$ cat src/source/nocw_cfg.svh
`ifndef NOCW_CFG_SVH
`define NOCW_CFG_SVH

// ==========================================================================
// bus widths
// ==========================================================================
`define NOCW_ADDR_W   32
`define NOCW_DATA_W   32
`define NOCW_STRB_W   (`NOCW_DATA_W / 8)
`define NOCW_ID_W     4
`define NOCW_LEN_W    8
`define NOCW_SIZE_W   3

// ==========================================================================
// network
// ==========================================================================
`define NOCW_COORD_W  2
`define NOCW_BODY_W   48    // flit body, header or payload.
`define NOCW_BUF_DEPTH 2

`endif

$ cat src/source/nocw_axi_pkg.sv
`include "nocw_cfg.svh"

package nocw_axi_pkg;

  typedef enum logic [1:0] {
    BURST_FIXED = 2'b00,
    BURST_INCR  = 2'b01
  } axi_burst_e;

  typedef enum logic [1:0] {
    AXI_OKAY   = 2'b00,
    AXI_SLVERR = 2'b10,
    AXI_DECERR = 2'b11
  } axi_resp_e;

  // write address.
  typedef struct packed {
    logic [`NOCW_ID_W-1:0]   id;
    logic [`NOCW_ADDR_W-1:0] addr;
    logic [`NOCW_LEN_W-1:0]  len;    // beats minus one.
    logic [`NOCW_SIZE_W-1:0] size;
    axi_burst_e              burst;
  } axi_aw_t;

  // write data.
  typedef struct packed {
    logic [`NOCW_DATA_W-1:0] data;
    logic [`NOCW_STRB_W-1:0] strb;
    logic                    last;
  } axi_w_t;

  // write response.
  typedef struct packed {
    logic [`NOCW_ID_W-1:0] id;
    axi_resp_e             resp;
  } axi_b_t;

endpackage

$ cat src/source/nocw_noc_pkg.sv
`include "nocw_cfg.svh"

package nocw_noc_pkg;

  typedef struct packed {
    logic [`NOCW_COORD_W-1:0] x;
    logic [`NOCW_COORD_W-1:0] y;
  } location_t;

  typedef enum logic {
    ROUTING_XY = 1'b0,
    ROUTING_YX = 1'b1
  } routing_mode_e;

  // same code points as the axi response.
  typedef enum logic [1:0] {
    STATUS_OKAY   = 2'b00,
    STATUS_SLVERR = 2'b10,
    STATUS_DECERR = 2'b11
  } packet_status_e;

  typedef enum logic {
    FLIT_HEADER  = 1'b0,
    FLIT_PAYLOAD = 1'b1
  } flit_kind_e;

  // ==========================================================================
  // flit bodies, both exactly NOCW_BODY_W wide
  // ==========================================================================
  typedef struct packed {
    logic [`NOCW_BODY_W-`NOCW_LEN_W-`NOCW_SIZE_W-2-`NOCW_ADDR_W-1:0] pad;
    logic [`NOCW_LEN_W-1:0]  len;
    logic [`NOCW_SIZE_W-1:0] size;
    logic [1:0]              burst;
    logic [`NOCW_ADDR_W-1:0] addr;
  } header_body_t;

  typedef struct packed {
    logic [`NOCW_BODY_W-`NOCW_DATA_W-`NOCW_STRB_W-1:0] pad;
    logic [`NOCW_DATA_W-1:0] data;
    logic [`NOCW_STRB_W-1:0] strb;
  } payload_body_t;

  typedef struct packed {
    flit_kind_e              kind;
    logic                    tail;
    location_t               destination;
    location_t               source;
    routing_mode_e           routing_mode;
    logic [`NOCW_ID_W-1:0]   tag;
    logic                    invalid_destination;
    logic [`NOCW_BODY_W-1:0] body;
  } req_flit_t;

  // single-flit write response.
  typedef struct packed {
    location_t             destination;
    location_t             source;
    logic [`NOCW_ID_W-1:0] tag;
    packet_status_e        status;
  } rsp_flit_t;

endpackage

$ cat src/source/nocw_address_decoder.sv
`timescale 1ns/1ps
`include "nocw_cfg.svh"

module nocw_address_decoder (
  input  logic [`NOCW_ADDR_W-1:0] addr,
  output nocw_noc_pkg::location_t destination,
  output logic                    invalid
);

  // ==========================================================================
  // address map
  // ==========================================================================
  // region bits sit at the top, then x, then y.
  localparam int REGION_MSB = `NOCW_ADDR_W - 1;
  localparam int REGION_LSB = `NOCW_ADDR_W - 2;
  localparam int X_MSB      = REGION_LSB - 1;
  localparam int Y_MSB      = X_MSB - `NOCW_COORD_W;

  logic [REGION_MSB-REGION_LSB:0] region;

  assign region = addr[REGION_MSB:REGION_LSB];

  always_comb begin
    destination.x = addr[X_MSB -: `NOCW_COORD_W];
    destination.y = addr[Y_MSB -: `NOCW_COORD_W];
    invalid       = |region;    // only region zero is mapped.
  end

endmodule

$ cat src/source/nocw_packet_packer.sv
`timescale 1ns/1ps
`include "nocw_cfg.svh"

module nocw_packet_packer (
  input  logic                        clk,
  input  logic                        arst_n,
  input  nocw_noc_pkg::location_t     own_id,
  input  nocw_noc_pkg::routing_mode_e routing_mode,
  input  nocw_axi_pkg::axi_aw_t       aw,
  input  logic                        aw_valid,
  output logic                        aw_ready,
  input  nocw_axi_pkg::axi_w_t        w,
  input  logic                        w_valid,
  output logic                        w_ready,
  input  nocw_noc_pkg::location_t     destination,
  input  logic                        invalid_destination,
  output nocw_noc_pkg::req_flit_t     flit,
  output logic                        flit_valid,
  input  logic                        flit_ready
);
  import nocw_noc_pkg::*;

  typedef enum logic [1:0] {
    IDLE,
    HEADER,
    PAYLOAD
  } state_e;

  state_e                 state;
  state_e                 state_next;
  logic                   aw_fire;
  logic                   w_fire;
  logic                   flit_fire;
  logic [`NOCW_LEN_W-1:0] len_q;
  logic [`NOCW_LEN_W-1:0] beat_cnt;
  header_body_t           header_body;
  payload_body_t          payload_body;

  assign aw_fire   = aw_valid && aw_ready;
  assign w_fire    = w_valid && w_ready;
  assign flit_fire = flit_valid && flit_ready;

  // no new beat once the tail is sitting in the output register.
  assign w_ready = (state == PAYLOAD) && (!flit_valid || (flit_ready && !flit.tail));

  always_comb begin
    header_body       = '0;
    header_body.len   = aw.len;
    header_body.size  = aw.size;
    header_body.burst = aw.burst;
    header_body.addr  = aw.addr;
    payload_body      = '0;
    payload_body.data = w.data;
    payload_body.strb = w.strb;
  end

  // ==========================================================================
  // control
  // ==========================================================================
  always_comb begin
    state_next = state;
    case (state)
      IDLE: begin
        if (aw_fire) state_next = HEADER;
      end
      HEADER: begin
        if (flit_fire) state_next = PAYLOAD;
      end
      PAYLOAD: begin
        if (flit_fire && flit.tail) state_next = IDLE;
      end
      default: state_next = IDLE;
    endcase
  end

  always_ff @(posedge clk or negedge arst_n) begin
    if (!arst_n) begin
      state      <= IDLE;
      aw_ready   <= 1'b0;
      flit_valid <= 1'b0;
      beat_cnt   <= '0;
    end else begin
      state    <= state_next;
      aw_ready <= (state_next == IDLE);
      if (aw_fire || w_fire) begin
        flit_valid <= 1'b1;
      end else if (flit_fire) begin
        flit_valid <= 1'b0;
      end
      if (aw_fire) begin
        beat_cnt <= '0;
      end else if (w_fire) begin
        beat_cnt <= beat_cnt + 1'b1;
      end
    end
  end

  // ==========================================================================
  // output flit register
  // ==========================================================================
  always_ff @(posedge clk) begin
    if (aw_fire) begin
      flit.kind                <= FLIT_HEADER;
      flit.tail                <= 1'b0;
      flit.destination         <= destination;
      flit.source              <= own_id;
      flit.routing_mode        <= routing_mode;
      flit.tag                 <= aw.id;
      flit.invalid_destination <= invalid_destination;
      flit.body                <= header_body;
      len_q                    <= aw.len;
    end else if (w_fire) begin
      flit.kind <= FLIT_PAYLOAD;    // routing fields kept from header.
      flit.tail <= w.last;
      flit.body <= payload_body;
    end
  end

  // held under back-pressure.
  assert property (@(posedge clk) disable iff (!arst_n)
    flit_valid && !flit_ready |=> flit_valid && $stable(flit));

  // wlast lands exactly on beat len.
  assert property (@(posedge clk) disable iff (!arst_n)
    w_fire && w.last |-> beat_cnt == len_q);

endmodule

$ cat src/source/nocw_packet_unpacker.sv
`timescale 1ns/1ps

module nocw_packet_unpacker (
  input  logic                    clk,
  input  logic                    arst_n,
  input  nocw_noc_pkg::rsp_flit_t flit,
  input  logic                    flit_valid,
  output logic                    flit_ready,
  output nocw_axi_pkg::axi_b_t    b,
  input  logic                    b_ready,
  output logic                    b_valid
);
  import nocw_axi_pkg::*;
  import nocw_noc_pkg::*;

  logic      flit_fire;
  axi_resp_e resp_map;

  assign flit_ready = !b_valid;    // one response held at a time.
  assign flit_fire  = flit_valid && flit_ready;

  always_comb begin
    case (flit.status)
      STATUS_SLVERR: resp_map = AXI_SLVERR;
      STATUS_DECERR: resp_map = AXI_DECERR;
      default:       resp_map = AXI_OKAY;
    endcase
  end

  always_ff @(posedge clk or negedge arst_n) begin
    if (!arst_n) begin
      b_valid <= 1'b0;
    end else if (flit_fire) begin
      b_valid <= 1'b1;
    end else if (b_ready) begin
      b_valid <= 1'b0;
    end
  end

  // tag goes back out as the axi id.
  always_ff @(posedge clk) begin
    if (flit_fire) begin
      b.id   <= flit.tag;
      b.resp <= resp_map;
    end
  end

  assert property (@(posedge clk) disable iff (!arst_n)
    b_valid && !b_ready |=> b_valid && $stable(b));

endmodule

$ cat src/source/nocw_flit_buffer.sv
`timescale 1ns/1ps
`include "nocw_cfg.svh"

module nocw_flit_buffer #(
  parameter type T     = nocw_noc_pkg::req_flit_t,
  parameter int  DEPTH = `NOCW_BUF_DEPTH
) (
  input  logic clk,
  input  logic arst_n,
  input  T     in_data,
  input  logic in_valid,
  output logic in_ready,
  output T     out_data,
  output logic out_valid,
  input  logic out_ready
);

  localparam int PTR_W = $clog2(DEPTH);
  localparam int CNT_W = $clog2(DEPTH + 1);

  T                 mem [DEPTH];
  logic [PTR_W-1:0] wr_ptr;
  logic [PTR_W-1:0] rd_ptr;
  logic [CNT_W-1:0] count;
  logic [CNT_W-1:0] count_next;
  logic             push;
  logic             pop;

  // wraps for depths that are not a power of two.
  function automatic logic [PTR_W-1:0] ptr_inc(input logic [PTR_W-1:0] ptr);
    if (ptr == PTR_W'(DEPTH - 1)) return '0;
    return ptr + 1'b1;
  endfunction

  assign push      = in_valid && in_ready;
  assign pop       = out_valid && out_ready;
  assign out_valid = (count != '0);
  assign out_data  = mem[rd_ptr];

  always_comb begin
    count_next = count;
    if (push && !pop) count_next = count + 1'b1;
    else if (pop && !push) count_next = count - 1'b1;
  end

  always_ff @(posedge clk or negedge arst_n) begin
    if (!arst_n) begin
      wr_ptr   <= '0;
      rd_ptr   <= '0;
      count    <= '0;
      in_ready <= 1'b0;
    end else begin
      if (push) wr_ptr <= ptr_inc(wr_ptr);
      if (pop) rd_ptr <= ptr_inc(rd_ptr);
      count    <= count_next;
      in_ready <= (count_next != CNT_W'(DEPTH));    // registered full flag.
    end
  end

  always_ff @(posedge clk) begin
    if (push) mem[wr_ptr] <= in_data;
  end

  assert property (@(posedge clk) disable iff (!arst_n)
    push |-> count < CNT_W'(DEPTH));

endmodule

$ cat src/source/nocw_axi_slave_write_adapter.sv
`timescale 1ns/1ps
`include "nocw_cfg.svh"

module nocw_axi_slave_write_adapter (
  input  logic                        clk,
  input  logic                        arst_n,
  input  logic [`NOCW_COORD_W-1:0]    id_x,
  input  logic [`NOCW_COORD_W-1:0]    id_y,
  input  nocw_noc_pkg::routing_mode_e routing_mode,
  input  nocw_axi_pkg::axi_aw_t       aw,
  input  logic                        aw_valid,
  output logic                        aw_ready,
  input  nocw_axi_pkg::axi_w_t        w,
  input  logic                        w_valid,
  output logic                        w_ready,
  output nocw_axi_pkg::axi_b_t        b,
  output logic                        b_valid,
  input  logic                        b_ready,
  output nocw_noc_pkg::req_flit_t     req_flit,
  output logic                        req_flit_valid,
  input  logic                        req_flit_ready,
  input  nocw_noc_pkg::rsp_flit_t     rsp_flit,
  input  logic                        rsp_flit_valid,
  output logic                        rsp_flit_ready
);
  import nocw_noc_pkg::*;

  location_t own_id;
  location_t destination;
  logic      invalid_destination;

  assign own_id = '{x: id_x, y: id_y};

  // ==========================================================================
  // request path
  // ==========================================================================
  nocw_address_decoder u_address_decoder (
    .addr        (aw.addr),
    .destination (destination),
    .invalid     (invalid_destination)
  );

  nocw_packet_packer u_packet_packer (
    .clk                 (clk),
    .arst_n              (arst_n),
    .own_id              (own_id),
    .routing_mode        (routing_mode),
    .aw                  (aw),
    .aw_valid            (aw_valid),
    .aw_ready            (aw_ready),
    .w                   (w),
    .w_valid             (w_valid),
    .w_ready             (w_ready),
    .destination         (destination),
    .invalid_destination (invalid_destination),
    .flit                (req_flit),
    .flit_valid          (req_flit_valid),
    .flit_ready          (req_flit_ready)
  );

  // ==========================================================================
  // response path
  // ==========================================================================
  nocw_packet_unpacker u_packet_unpacker (
    .clk        (clk),
    .arst_n     (arst_n),
    .flit       (rsp_flit),
    .flit_valid (rsp_flit_valid),
    .flit_ready (rsp_flit_ready),
    .b          (b),
    .b_ready    (b_ready),
    .b_valid    (b_valid)
  );

endmodule

$ cat src/source/nocw_axi_write_bridge.sv
`timescale 1ns/1ps
`include "nocw_cfg.svh"

module nocw_axi_write_bridge (
  input  logic                        clk,
  input  logic                        arst_n,
  input  logic [`NOCW_COORD_W-1:0]    id_x,
  input  logic [`NOCW_COORD_W-1:0]    id_y,
  input  nocw_noc_pkg::routing_mode_e routing_mode,
  input  nocw_axi_pkg::axi_aw_t       aw,
  input  logic                        aw_valid,
  output logic                        aw_ready,
  input  nocw_axi_pkg::axi_w_t        w,
  input  logic                        w_valid,
  output logic                        w_ready,
  output nocw_axi_pkg::axi_b_t        b,
  output logic                        b_valid,
  input  logic                        b_ready,
  output nocw_noc_pkg::req_flit_t     req_flit,
  output logic                        req_flit_valid,
  input  logic                        req_flit_ready,
  input  nocw_noc_pkg::rsp_flit_t     rsp_flit,
  input  logic                        rsp_flit_valid,
  output logic                        rsp_flit_ready
);
  import nocw_noc_pkg::*;

  req_flit_t pack_flit;
  logic      pack_flit_valid;
  logic      pack_flit_ready;
  rsp_flit_t unpack_flit;
  logic      unpack_flit_valid;
  logic      unpack_flit_ready;

  nocw_axi_slave_write_adapter u_adapter (
    .clk            (clk),
    .arst_n         (arst_n),
    .id_x           (id_x),
    .id_y           (id_y),
    .routing_mode   (routing_mode),
    .aw             (aw),
    .aw_valid       (aw_valid),
    .aw_ready       (aw_ready),
    .w              (w),
    .w_valid        (w_valid),
    .w_ready        (w_ready),
    .b              (b),
    .b_valid        (b_valid),
    .b_ready        (b_ready),
    .req_flit       (pack_flit),
    .req_flit_valid (pack_flit_valid),
    .req_flit_ready (pack_flit_ready),
    .rsp_flit       (unpack_flit),
    .rsp_flit_valid (unpack_flit_valid),
    .rsp_flit_ready (unpack_flit_ready)
  );

  nocw_flit_buffer #(.T(req_flit_t)) u_req_buffer (    // toward the network.
    .clk       (clk),
    .arst_n    (arst_n),
    .in_data   (pack_flit),
    .in_valid  (pack_flit_valid),
    .in_ready  (pack_flit_ready),
    .out_data  (req_flit),
    .out_valid (req_flit_valid),
    .out_ready (req_flit_ready)
  );

  nocw_flit_buffer #(.T(rsp_flit_t)) u_rsp_buffer (    // from the network.
    .clk       (clk),
    .arst_n    (arst_n),
    .in_data   (rsp_flit),
    .in_valid  (rsp_flit_valid),
    .in_ready  (rsp_flit_ready),
    .out_data  (unpack_flit),
    .out_valid (unpack_flit_valid),
    .out_ready (unpack_flit_ready)
  );

endmodule

$ cat config.mk
export PLATFORM = sky130hd
export DESIGN_NAME = nocw_axi_write_bridge
export DESIGN_NICKNAME = d
export VERILOG_FILES = /design/src/source/nocw_axi_pkg.sv /design/src/source/nocw_noc_pkg.sv /design/src/source/nocw_address_decoder.sv /design/src/source/nocw_packet_packer.sv /design/src/source/nocw_packet_unpacker.sv /design/src/source/nocw_flit_buffer.sv /design/src/source/nocw_axi_slave_write_adapter.sv /design/src/source/nocw_axi_write_bridge.sv
export VERILOG_INCLUDE_DIRS = /design/src /design/src/source
export SDC_FILE = /design/constraint.sdc
export NUM_CORES = 1
export LEC_CHECK = 0
export BUFFER_PORTS_ARGS = -buffer_cell sky130_fd_sc_hd__clkbuf_2
export CORE_MARGIN = 3
export CORE_UTILIZATION = 53
export DETAILED_ROUTE_END_ITERATION = 12
export GPL_ROUTABILITY_DRIVEN = 0
export PLACE_DENSITY = 0.87
export SLEW_MARGIN = 20
export SYNTH_ARGS = -nofsm -noshare
export SYNTH_HDL_FRONTEND = slang
export SYNTH_SLANG_ARGS = --single-unit
$ cat constraint.sdc
create_clock -name clk -period 4.71 [get_ports clk]
set_input_delay 0.2355 -clock clk [delete_from_list [all_inputs] [get_ports clk]]
set_output_delay 0.2355 -clock clk [all_outputs]
set_load 0.03 [all_outputs]
==> reports/summary.md <==
• **aggregate global-route resource usage** 17.9%
• **total negative slack for setup checks** 0 ps
• **sequential element share of the synthesized area** 78.5%
• **area used by sequential logic in the layout** 0.00639 mm²
• **global route overflow** 0
• **startpoint type of the worst setup path** register
• **most frequent cell after synthesis** edfxtp_1
• **cells after synthesis** 486
• **count of cell types in the netlist** 39
• **flop and latch count out of synthesis** 216
• **clk buf depth** 3
• **post-layout minimum cycle time** 2740 ps
• **P&R area growth vs syn** 23.6%
• **hold bufs inserted after CTS** 23
• **average detailed-routed wire length per instance** 17.4 µm
• **slew at the pin closest to its max-slew limit** 1030 ps
• **portion of synthesized cell area occupied by the leading cell type** 73.4%
• **number of global-route vias before repair** 4838
• **met3 usage** 4.26%
• **unrepaired setup endpoints after global routing** no
• **Die Y** 130 µm
• **fraction of final layout cells sized beyond drive strength 1** 39.9%
• **mean cell area of the mapped netlist** 16.8 µm²
• **overall die area** 0.0169 mm²
• **depth of the CTS H-tree** 1
• **Lkg Pwr** 4.07 nW
• **number of antenna violations at the first check in global routing** 0
• **Post-synth EDFFs** 199
• **kind of capture point of the worst setup path** register
• **Final Slew Violations** 0
• **number of max-cap violations** 0
• **count of unresolved DRC violations after routing** 0
• **fmax** 365 MHz
• **core area** 0.0148 mm²
• **worst min-delay path category** in -> reg
• **largest fanout of any net on the critical path** 54
• **power density over the cells** 680 mW/mm²
• **Root Driver** clkbuf_16
• **detailed router's first-iteration violation count** 219
• **number of placement rows** 44
• **Area after DPL** 0.00920 mm²
• **data required time of the worst path** 5040 ps
• **Post-Synthesis Cell Area** 0.00815 mm²
• **predominant post-synthesis flop cell** edfxtp_1
• **top cells by area in the synthesized netlist** edfxtp_1, mux2_2, nand2_1
• **final count of hold timing violations** 0
• **most frequent cells after synthesis** edfxtp_1, nand2_1, mux2_2, dfrtp_1, buf_2
• **GRT Max-Usage Layer** met2
• **vias per cell** 5.19
• **final worst clock skew** 10.1 ps
• **Crit Path Category** reg -> reg
• **routing usage on met2** 31.7%
• **number of top-level design ports** 187
• **wire length of the first global-routing pass** 23.7 mm
• **final design area excluding fillers** 0.0101 mm²
• **Synth area leader** edfxtp_1
• **maximum number of pins on one net before global-route repair** 55
• **post-cts repair resize count** 0
• **asr flop ratio synth** 6.94%
• **multi-input logic area** 0.00163 mm²
• **post-detailed-placement half-perimeter wirelength** 9.88 mm
• **clock buffer count from CTS** 22
• **clock sink count** 216
• **post-layout util** 68.0%
• **Antenna Violating Nets Remaining** 0
• **Initial Util** 55.0%
• **Final Net Count** 808
• **number of input and output port buffers inserted** 175
• **Via Count** 4638
• **die span in x** 130 µm
• **Pre-Repair DR Iteration Count** 4
• **Filler Cells Inserted** 962
• **clk_lat worst skew** 480 ps
• **Arr. time, crit path** 3070 ps
• **WL final** 15.5 mm
• **clock transition at the registers of the reported paths** 60 ps
• **ANT cells** 0
• **met1 capacity usage during global routing** 22.6%
• **run status** completed
• **number of setup violations in the final report** 0
• **TritonCTS clock tree** done
• **count of buffers added by post-CTS timing repair for setup** 0
• **maximum vdd ir drop** 0.492 mV
• **yosys warns** 0
• **Max-Slew Margin vs Limit** 31.5%
• **final worst-path cycle share** 58.2%
-- power by group --
group,internal [mW],switching [mW],total [mW]
Sequential,2.85,0.278,3.13
Combinational,0.731,1.44,2.17
Clock,0.888,0.656,1.54
-- layer usage --
metal | up-vias | wire length (µm)
li1 | 2185 | -
met4 | 0 | 164
met3 | 21 | 1200
met1 | 2258 | 6370
met5 | - | 0
met2 | 174 | 7820
-- state kept, by name, indices dropped and copies added (netlist names), 2 cells and up --
signal	count
u_adapter.u_packet_packer.flit	61
u_adapter.u_packet_packer.state	2
u_adapter.u_packet_unpacker.b	6
u_req_buffer.count	2
u_req_buffer.mem	122
u_rsp_buffer.count	2
u_rsp_buffer.mem	12
-- area by class of cell --
| type | count | area share (%) |
|---|---|---|
| Multi-Input combinational cell | 243 | 16.2 |
| Tap cell | 184 | 2.29 |
| Inverter | 9 | 0.336 |
| Clock buffer | 29 | 5.94 |
| Clock inverter | 10 | 0.435 |
| Sequential cell | 216 | 63.5 |
| Timing Repair Buffer | 202 | 11.3 |
-- critical path, cell delays in order (launching register included) --
cell	delay [ps]
dfrtp_1	520
nand2_1	570
buf_4	440
inv_2	760
nand2_1	140
nand2_1	140
-- placed cells by master (no fill, tap or decap), types with 5 or more instances in the layout --
cell	instances
and3_1	10
clkbuf_1	6
clkbuf_16	23
clkbuf_2	175
clkinv_1	5
clkinv_2	5
dfrtp_1	14
dlygate4sd3_1	23
edfxtp_1	199
inv_1	8
mux2_2	67
nand2_1	113
nor2_1	5
-- cell families after synthesis --
group | count (synthesis) | share of synthesized area [%]
flops | 216 | 78.5
simple gates | 142 | 7.20
mux | 72 | 9.94
buf+inv | 29 | 1.78
compound gates | 17 | 1.51
xor+xnor | 7 | 0.753
fa+ha+maj | 2 | 0.307
other cells | 1 | 0.0460
-- worst paths after layout --
path                                               startpoint                                   to  slack [ps]  cells after the start
setup / recovery           u_adapter.u_packet_packer.aw_ready   u_adapter.u_packet_packer.flit[17]        1970                      5
setup reg to reg           u_adapter.u_packet_packer.aw_ready   u_adapter.u_packet_packer.flit[17]        1970                      5
hold reg to reg            u_adapter.u_packet_packer.flit[28]              u_req_buffer.mem[1][28]         440                      0
min in group asynchronous                              arst_n  u_adapter.u_packet_unpacker.b_valid         200                      2
hold / removal                                         aw[38]   u_adapter.u_packet_packer.flit[25]          20                      3
max in group asynchronous                              arst_n                  u_req_buffer.rd_ptr        4220                      2
-- stage by stage --
step	instances	power [mW]	setup WS [ps]	hold slack, ps
floorplan	488	4.69	1070	-60.1
global placement	831	5.22	2060	159
detailed placement	831	5.33	1950	165
CTS	893	6.90	1930	0.114
global route	893	7.19	1650	9.04
finish	893	6.84	1970	20.1
Note: power is estimated with default switching activity, not from simulation.
